==> src/logic/ddr_rd_defines.svh <==
`ifndef DDR_RD_DEFINES_SVH
`define DDR_RD_DEFINES_SVH

// 32-bit words packed in one 256-bit ddr beat
`define DDR_RD_WORDS_PER_BEAT 8

// ddr native port takes a 4-bit length
`define DDR_RD_MAX_BURST 16

// read buffer size in beats, 256 words
`define DDR_RD_FIFO_BEATS 32

// refill point in words
// at or below this level one full 16-beat burst still fits
`define DDR_RD_REFILL_WORDS 128

`endif

==> src/logic/host_rd_pkg.sv <==
package host_rd_pkg;

    // upstream burst bus fields
    typedef logic [3:0]  host_id_t;    // transaction id
    typedef logic [27:0] host_addr_t;  // word address
    typedef logic [7:0]  host_len_t;   // words minus one
    typedef logic [31:0] host_data_t;  // one data word

    // read bridge control
    typedef enum logic [2:0] {
        IDLE       = 3'b000,  // waiting for a request
        WAIT       = 3'b001,  // draining words, deciding on a refill
        TRANS_ADDR = 3'b010,  // ddr request out
        TRANS_DATA = 3'b011,  // ddr burst coming back
        FLUSH      = 3'b100   // drop trailing words
    } rd_state_e;

endpackage

==> src/logic/ddr_native_pkg.sv <==
package ddr_native_pkg;

    // ddr3 controller native port
    typedef logic [27:0]  ddr_addr_t;  // word address, low 3 bits zero
    typedef logic [3:0]   ddr_len_t;   // beats minus one
    typedef logic [255:0] ddr_data_t;  // one beat

    // read buffer fill level in 32-bit words, 0 to 256
    typedef logic [8:0]   fifo_words_t;

endpackage

==> src/logic/ddr3_read.sv <==
`timescale 1ns/1ps
`include "ddr_rd_defines.svh"

module ddr3_read (
    input  logic                      clk,
    input  logic                      ddr_rstn_sync,
    // upstream address
    input  host_rd_pkg::host_id_t     rd_addr_id,
    input  host_rd_pkg::host_addr_t   rd_addr,
    input  host_rd_pkg::host_len_t    rd_addr_len,
    input  logic                      rd_addr_valid,
    output logic                      rd_addr_ready,
    // upstream data
    output host_rd_pkg::host_id_t     rd_id,
    output host_rd_pkg::host_data_t   rd_data,
    output logic                      rd_last,
    output logic                      rd_valid,
    input  logic                      rd_ready,
    // ddr request
    output ddr_native_pkg::ddr_addr_t ddr_addr,
    output ddr_native_pkg::ddr_len_t  ddr_len,
    output host_rd_pkg::host_id_t     ddr_id,
    output logic                      ddr_addr_valid,
    input  logic                      ddr_addr_ready,
    // ddr return, the beat itself goes straight into the fifo
    input  logic                      ddr_data_last,
    input  logic                      ddr_data_valid,
    // read buffer
    output logic                      fifo_flush,
    output logic                      fifo_rd_en,
    input  host_rd_pkg::host_data_t   fifo_word,
    input  logic                      fifo_empty,
    input  logic                      fifo_almost_empty
);

    localparam int BEAT_SHIFT = $clog2(`DDR_RD_WORDS_PER_BEAT);

    host_rd_pkg::rd_state_e    state;
    host_rd_pkg::rd_state_e    state_nxt;
    host_rd_pkg::host_id_t     id_q;
    ddr_native_pkg::ddr_addr_t addr_q;       // next burst address
    host_rd_pkg::host_len_t    beats_rem;    // beats still to request, minus one
    host_rd_pkg::host_len_t    word_cnt;     // words left after the one on rd_data
    logic [BEAT_SHIFT-1:0]     discard_cnt;  // leading words to drop
    logic                      addr_done;    // final burst already requested
    logic                      first_need;   // output register holds nothing useful
    host_rd_pkg::host_addr_t   addr_end;
    host_rd_pkg::host_len_t    burst_beats;
    logic                      active;
    logic                      last_burst;
    logic                      addr_hs;
    logic                      ddr_hs;
    logic                      data_hs;
    logic                      discard_need;

    assign addr_hs = rd_addr_valid && rd_addr_ready;
    assign ddr_hs  = ddr_addr_valid && ddr_addr_ready;
    assign data_hs = rd_valid && rd_ready;

    assign active = (state == host_rd_pkg::WAIT) ||
                    (state == host_rd_pkg::TRANS_ADDR) ||
                    (state == host_rd_pkg::TRANS_DATA);

    // last word of the request
    assign addr_end = rd_addr + host_rd_pkg::host_addr_t'(rd_addr_len);

    // burst splitting
    assign last_burst  = (beats_rem < host_rd_pkg::host_len_t'(`DDR_RD_MAX_BURST));
    assign ddr_len     = last_burst ? ddr_native_pkg::ddr_len_t'(beats_rem)
                                    : ddr_native_pkg::ddr_len_t'(`DDR_RD_MAX_BURST - 1);
    assign burst_beats = host_rd_pkg::host_len_t'(ddr_len) + host_rd_pkg::host_len_t'(1);

    always_comb begin
        state_nxt = state;
        case (state)
            host_rd_pkg::IDLE: begin
                if (addr_hs) begin
                    state_nxt = host_rd_pkg::WAIT;
                end
            end
            host_rd_pkg::WAIT: begin
                if (data_hs && rd_last) begin
                    state_nxt = host_rd_pkg::FLUSH;
                end else if (fifo_almost_empty && !addr_done) begin
                    state_nxt = host_rd_pkg::TRANS_ADDR;  // room for a full burst
                end
            end
            host_rd_pkg::TRANS_ADDR: begin
                if (ddr_hs) begin
                    state_nxt = host_rd_pkg::TRANS_DATA;
                end
            end
            host_rd_pkg::TRANS_DATA: begin
                if (ddr_data_valid && ddr_data_last) begin
                    state_nxt = host_rd_pkg::WAIT;
                end
            end
            host_rd_pkg::FLUSH: begin
                state_nxt = host_rd_pkg::IDLE;
            end
            default: begin
                state_nxt = host_rd_pkg::IDLE;
            end
        endcase
    end

    always_ff @(posedge clk or negedge ddr_rstn_sync) begin
        if (!ddr_rstn_sync) begin
            state <= host_rd_pkg::IDLE;
        end else begin
            state <= state_nxt;
        end
    end

    // request fields
    always_ff @(posedge clk) begin
        if (addr_hs) begin
            id_q   <= rd_addr_id;
            addr_q <= ddr_native_pkg::ddr_addr_t'(
                          rd_addr & ~host_rd_pkg::host_addr_t'(`DDR_RD_WORDS_PER_BEAT - 1));
        end else if (ddr_hs && !last_burst) begin
            addr_q <= addr_q + (ddr_native_pkg::ddr_addr_t'(burst_beats) << BEAT_SHIFT);
        end
    end

    always_ff @(posedge clk or negedge ddr_rstn_sync) begin
        if (!ddr_rstn_sync) begin
            beats_rem <= '0;
            addr_done <= 1'b0;
        end else if (addr_hs) begin
            // end beat minus start beat
            beats_rem <= host_rd_pkg::host_len_t'((addr_end >> BEAT_SHIFT) -
                                                  (rd_addr >> BEAT_SHIFT));
            addr_done <= 1'b0;
        end else if (ddr_hs) begin
            if (last_burst) begin
                addr_done <= 1'b1;
            end else begin
                beats_rem <= beats_rem - burst_beats;
            end
        end
    end

    assign discard_need = active && (discard_cnt != '0);

    // word bookkeeping on the upstream side
    always_ff @(posedge clk or negedge ddr_rstn_sync) begin
        if (!ddr_rstn_sync) begin
            discard_cnt <= '0;
            word_cnt    <= '0;
        end else if (addr_hs) begin
            discard_cnt <= rd_addr[BEAT_SHIFT-1:0];
            word_cnt    <= rd_addr_len;
        end else begin
            if (fifo_rd_en && !first_need && discard_need) begin
                discard_cnt <= discard_cnt - BEAT_SHIFT'(1);  // overwrite an unwanted word
            end
            if (data_hs && (word_cnt != '0)) begin
                word_cnt <= word_cnt - host_rd_pkg::host_len_t'(1);
            end
        end
    end

    // the output register needs a priming read after a flush
    // and again once it is consumed while the fifo is empty
    always_ff @(posedge clk or negedge ddr_rstn_sync) begin
        if (!ddr_rstn_sync) begin
            first_need <= 1'b1;
        end else if (fifo_flush) begin
            first_need <= 1'b1;
        end else if (fifo_rd_en) begin
            first_need <= 1'b0;
        end else if (data_hs && fifo_empty) begin
            first_need <= 1'b1;
        end
    end

    assign fifo_rd_en = active && !fifo_empty && (discard_need || first_need || data_hs);
    assign fifo_flush = (state == host_rd_pkg::FLUSH);

    assign rd_addr_ready = (state == host_rd_pkg::IDLE);
    assign rd_valid      = active && !first_need && !discard_need;
    assign rd_last       = rd_valid && (word_cnt == '0);
    assign rd_data       = fifo_word;
    assign rd_id         = id_q;  // ddr returns in order

    assign ddr_addr       = addr_q;
    assign ddr_id         = id_q;
    assign ddr_addr_valid = (state == host_rd_pkg::TRANS_ADDR);

endmodule

==> config.mk <==
export PLATFORM = sky130hd
export DESIGN_NAME = ddr3_read
export DESIGN_NICKNAME = d
export VERILOG_FILES = /design/src/logic/host_rd_pkg.sv /design/src/logic/ddr_native_pkg.sv /design/src/logic/ddr3_read.sv
export VERILOG_INCLUDE_DIRS = /design/src /design/src/logic
export SDC_FILE = /design/constraint.sdc
export NUM_CORES = 1
export LEC_CHECK = 0
export ABC_AREA = 0
export BUFFER_PORTS_ARGS = -buffer_cell sky130_fd_sc_hd__buf_4
export CAP_MARGIN = 10
export CORE_AREA = 2 2 98 100
export DETAILED_ROUTE_END_ITERATION = 12
export DIE_AREA = 0 0 100 102
export PLACE_DENSITY = 0.87
export SYNTH_ARGS = -nofsm -noshare
export SYNTH_HDL_FRONTEND = slang
export SYNTH_SLANG_ARGS = --single-unit
==> constraint.sdc <==
create_clock -name clk -period 3.17 [get_ports clk]
set_input_delay 0.317 -clock clk [delete_from_list [all_inputs] [get_ports clk]]
set_output_delay 0.317 -clock clk [all_outputs]
set_load 0.01 [all_outputs]
# Word level (Yosys, flattened, before mapping)
# Cells that the tools add are included.
[totals] mem_count=0 elab_cells=87 mem_bits_rw=0 rom_bits=0 latch_bits=0 reg_bits=56
[classes] multipliers=0 shifts=0 div_mod_pow=0 n_addsub=7 n_reduce_logical=39 bitwise=0 n_lt_le_gt_ge=1 n_mux=22 n_eq_ne=9
[ops] operator="$mux 28" count=2
[ops] operator="$mux 8" count=5
[ops] operator="$add 28x8->28" count=1
[ops] operator="$mux 3" count=7
[ops] operator="$logic_and 1x1->1" count=17
[ops] operator="$pmux 3 s4" count=1
[ops] operator="$add 11x8->11" count=1
[ops] operator="$reduce_bool 2->1" count=5
[ops] operator="$logic_not 8->1" count=1
[ops] operator="$lt 8x5->1 const B" count=1
[ops] operator="$ne 2x1->1 const B" count=4
[ops] operator="$reduce_bool 8->1" count=1
[ops] operator="$sub 8x1->8 const B" count=1
[ops] operator="$sub 8x5->8" count=1
[ops] operator="$sub 8x8->8" count=1
[ops] operator="$eq 3x2->1 const B" count=2
[ops] operator="$mux 1" count=6
[ops] operator="$reduce_bool 3->1" count=2
[ops] operator="$add 4x1->5 const B" count=1
[ops] operator="$logic_not 1->1" count=5
[ops] operator="$logic_or 1x1->1" count=4
[ops] operator="$mux 4" count=1
[ops] operator="$reduce_and 2->1" count=2
[ops] operator="$reduce_and 4->1" count=1
[ops] operator="5 further kinds" count=5

# Longest topological paths before layout
[depth] depth_word=13 depth_mapped=14 ltp_nobuf=14

# Worst setup path before layout
# No wires, ideal clock.
[synth_timing] path_kind="register to register" startpoint="register beats_rem[5]" endpoint="register addr_q[22] (netlist: ddr_addr[22]) (data pin)" path_stages_with_launch=12 setup_slack_ps=-73 t_arrival_ps=2976 n_path_buf=0 path_cell_list="dfrtp_1 nor4_4 nand2b_1 ha_1 xor2_1 ha_1 o21ai_0 o21a_1 nor2_1 or4b_1 xor2_1 o21ai_0"
[synth_between] elab_chain_cells=6
[synth_rtl] item="from (decl)" line_no="ddr3_read.sv:42" text="host_rd_pkg::host_len_t beats_rem;"
[synth_rtl] item="from (signal assigned)" line_no="ddr3_read.sv:132" text="beats_rem <= host_rd_pkg::host_len_t'((addr_end >> BEAT_SHIFT) -"
[synth_rtl] item="from (signal assigned)" line_no="ddr3_read.sv:139" text="beats_rem <= beats_rem - burst_beats;"
[synth_rtl] item="$lt 8x5->1" line_no="ddr3_read.sv:68" text="assign last_burst = (beats_rem < host_rd_pkg::host_len_t'(`DDR_RD_MAX_BURST));"
[synth_rtl] item="$mux 4" line_no="ddr3_read.sv:69" text="assign ddr_len = last_burst ? ddr_native_pkg::ddr_len_t'(beats_rem)"
[synth_rtl] item="net ddr_len[1]" line_no="ddr3_read.sv:21" text="output ddr_native_pkg::ddr_len_t ddr_len,"
[synth_rtl] item="$add 4x1->5" line_no="ddr3_read.sv:71" text="assign burst_beats = host_rd_pkg::host_len_t'(ddr_len) + host_rd_pkg::host_len_t'(1);"
[synth_rtl] item="$add 28x8->28" line_no="ddr3_read.sv:122" text="addr_q <= addr_q + (ddr_native_pkg::ddr_addr_t'(burst_beats) << BEAT_SHIFT);"
[synth_rtl] item="$mux 28" line_no="ddr3_read.sv:121" text="end else if (ddr_hs && !last_burst) begin"
[synth_rtl] item="$mux 28" line_no="ddr3_read.sv:117" text="if (addr_hs) begin"
[synth_rtl] item="to (signal assigned)" line_no="ddr3_read.sv:119" text="addr_q <= ddr_native_pkg::ddr_addr_t'("
[synth_rtl] item="to (signal assigned)" line_no="ddr3_read.sv:122"
[synth_rtl] item="to (decl)" line_no="ddr3_read.sv:41" text="ddr_native_pkg::ddr_addr_t addr_q;"
# The timed path passes the listed nets, and every way through them passes these cells. The select of a mux whose other input is x is not followed.
# A chain may end at the register's enable or synchronous reset.

# Worst setup path in the final report
[layout_timing] startpoint="register beats_rem[6]" endpoint="register beats_rem[7]"
[layout_between] elab_chain_cells=7
[layout_rtl] item="$lt 8x5->1" line_no="ddr3_read.sv:68"
[layout_rtl] item="$mux 4" line_no="ddr3_read.sv:69"
[layout_rtl] item="$add 4x1->5" line_no="ddr3_read.sv:71"
[layout_rtl] item="$sub 8x5->8" line_no="ddr3_read.sv:139"
[layout_rtl] item="$mux 8" line_no="ddr3_read.sv:136" text="if (last_burst) begin"
[layout_rtl] item="$mux 8" line_no="ddr3_read.sv:135" text="end else if (ddr_hs) begin"
[layout_rtl] item="$mux 8" line_no="ddr3_read.sv:130" text="end else if (addr_hs) begin"
# Several ways; a longest one is shown, not always the timed one. The select of a mux whose other input is x is not followed.

==> results.toml <==
[route]
wl_per_cell_um = 15.5
via_per_inst = 5.47
dr.pass1.iters = 4
ant_nets = 0
num_vias = 3429
drc = 0
drt_iter0_drc = 212
drt-total-wl_um = 9730

[timing]
worst_pin_slew_ns = 0.725
min_period_ns = 3.10
fin_crit_sh = 0.978
rsz0062_at_grt = "yes"
maxSlewHeadroom = 0.515
slew_viol_final = 0
max_freq_mhz = 323
hold_violations = 0
clock_skew_ns = 0.0156
finalSetupViolCount = 0

[cells_and_area]
final_nets = 624
syn_to_final_growth_pct = 19.8
final_cells = 627
layout-drive-gt1-share = 0.273
diodes = 0

[critical_path]
cp-start-kind = "flop"
arrival_ns = 3.26
reg2regPathDepth = 14
path_buf_inv = 2
cp_slowest_cell = "dfrtp_2"
r2r_setup_slack_ns = 0.07
r2r_end = "beats_rem[7]$_DFFE_PN0P_"
regToRegStartpoint = "beats_rem[6]$_DFFE_PN0P_"
slowest_delay_ns = 0.44
cpLargestDelayFamily = "simple AND/OR/NAND/NOR gates"
crit_type = "reg2reg"
cp.required_ns = 3.33
cp-end-kind = "flop"
critPathMaxFanout = 6
crit_chain = "nor2_1 > nand2_1 > nor2_2 > inv_1 > ha_2 > xor2_2 > inv_1 > ha_1 > nand4b_1 > o211ai_2 > o21a_1 > nor4b_2 > xnor2_1 > a21oi_1"
timing.critical_path.mode_cell = "inv_1"

[floorplanning]
rows = 35
ios = 159
coreArea_mm2 = 0.00911
initial_core_util = 0.440
die-height_um = 102
die_w_um = 100
die_area_mm2 = 0.0102

[worst_hold_path]
hold_class = "in2reg"
hold_depth = 1
whs_endpoint = "ddr_id[3]$_DFFE_PP_"
hp-start = "rd_addr_id[3]"

[flow_run]
maxCapViolCount = 0

[power]
power.switching_mw = 1.83
finalPower_mw = 4.32
ir_drop_mv = 0.377
swShare = 0.424
leakage_nw = 2.01
combPwrFrac = 0.559
clock_power_share = 0.106
p_int_mw = 2.49
p_per_area_mw_per_mm2 = 899
power.share.sequential = 0.335

[synth]
synth_most_common_cell = "nand2_1"
synth_commonest_cells = "nand2_1, o21ai_0, buf_4, edfxtp_1, nor2_1"
syn_area_mm2 = 0.00401
synthFlopType = "edfxtp_1"
yosysTopAreaCell = "edfxtp_1"
ys_warn_count = 0
synth_edf_count = 29
synth_cell_type_count = 54
syn_avg_cell_area_um2 = 8.99
yosys-top-cells-area = "edfxtp_1, dfrtp_1, ha_1, buf_4, nand2_1"
synth_top_area_frac = 0.217
netlist_instances = 446
synthArstFlopShare = 0.453
synth_seq_cells = 53
yosysSeqAreaShare = 0.367

[cts]
root_buffer = "clkbuf_8"
worstSkewPairLatency_ns = 0.31
clk_pin_slew_ns = 0.10
cts_made_buffers = 5
cts_tree = "done"
clock-sinks = 53
htreeDepth = 2
cts.path.max_buffers = 2

[global_route]
grt_pass1_wl_um = 15200
grt_max_degree = 44
grt_overflow = 0
grtUsageTotal = 0.182
antenna_found_initial = 0
grt_pass1_vias = 3304

[run_status]
status = "finished clean"

[placement]
dpl.hpwl_um = 7490
gp_congestion = 0.885
numPortBuffers = 91
dp.cells = 611
per-stage QoR:
stage | setup TNS (ns) | area [µm²] | utilization | setup slack [ns] | hold slack, ns
floorplan | 0 | 4020 | - | 0.0134 | 0.0214
detailed placement | 0 | 4590 | 0.504 | 0.0631 | 0.228
CTS | 0 | 4710 | 0.517 | 0.0534 | 0.171
global placement | 0 | 4590 | 0.504 | 0.215 | 0.226
finish | 0 | 4800 | 0.527 | 0.0697 | 0.172
global route | -0.192 | 4800 | 0.527 | -0.0877 | 0.166
flip-flops by register name, summed over array words and instances, names as in the netlist:
signal and count:
state 3, beats_rem 8, ddr_id 4, discard_cnt 3, word_cnt 8, ddr_addr 25, first_need 1, addr_done 1
cells by family after synthesis:
| logic type | synth area share |
|---|---|
| mux | 0.0106 |
| fa+ha+maj | 0.0912 |
| flops | 0.367 |
| compound gates | 0.128 |
| buf+inv | 0.102 |
| xor+xnor | 0.0962 |
| other cells | 0.000936 |
| simple gates | 0.204 |
worst register-to-register path: stages, from the launching register on:
cell,delay (ns)
dfrtp_2,0.44
nor2_1,0.14
nand2_1,0.13
nor2_2,0.17
inv_1,0.08
ha_2,0.21
xor2_2,0.22
inv_1,0.07
ha_1,0.36
nand4b_1,0.16
o211ai_2,0.13
o21a_1,0.22
nor4b_2,0.34
xnor2_1,0.19
a21oi_1,0.09
how the worst max path moves through the flow:
stage | cells after the start | start | end
global placement | 14 | beats_rem[6]$_DFFE_PN0P_ | ddr_addr[25]$_DFFE_PP_
global route | 12 | beats_rem[4]$_DFFE_PN0P_ | beats_rem[7]$_DFFE_PN0P_
detailed placement | 14 | beats_rem[6]$_DFFE_PN0P_ | ddr_addr[27]$_DFFE_PP_
CTS | 15 | beats_rem[6]$_DFFE_PN0P_ | ddr_addr[27]$_DFFE_PP_
floorplan | 11 | beats_rem[4]$_DFFE_PN0P_ | ddr_addr[22]$_DFFE_PP_
finish | 14 | beats_rem[6]$_DFFE_PN0P_ | beats_rem[7]$_DFFE_PN0P_
cells in the final DEF (no fill, tap or decap), drive strengths merged, types with 9 or more instances in the layout:
master  instances
a21oi          20
buf           109
dfrtp          23
edfxtp         29
ha             26
inv            18
nand2          57
nand2b          9
nand3          20
nor2           29
nor3           12
o21ai          42
xnor2          22
xor2           22
routing by layer:
layer | track usage | share of wire
met1 | 0.228 | 0.42
met2 | 0.323 | 0.52
met3 | 0.0376 | 0.052
met4 | 0.0474 | 0.013
met5 | 0 | 0
cell type report:
cell class                      instances  area (µm²)
Multi-Input combinational cell        326        2180
Inverter                               19        71.3
Fill cell                             824        4310
Clock buffer                            6        72.6
Timing Repair Buffer                  110         828
Sequential cell                        53        1480
Clock inverter                          2        35.0
Tap cell                              111         139
power by group through the flow:
stage | combinational [mW] | clock [mW] | sequential [mW]
detailed placement | 2.30 | 0 | 1.44
CTS | 2.32 | 0.466 | 1.43
global placement | 2.18 | 0 | 1.42
finish | 2.41 | 0.457 | 1.45
global route | 2.66 | 0.491 | 1.49
floorplan | 1.53 | 0 | 1.45
repair_timing:
item	CTS	global route
resized for setup	0	10
endpoints found under the hold margin	23	0
endpoints found under the setup margin	0	15
hold buffers	1	0
setup buffers	0	7
No activity file was read; power rests on OpenSTA's default activity.
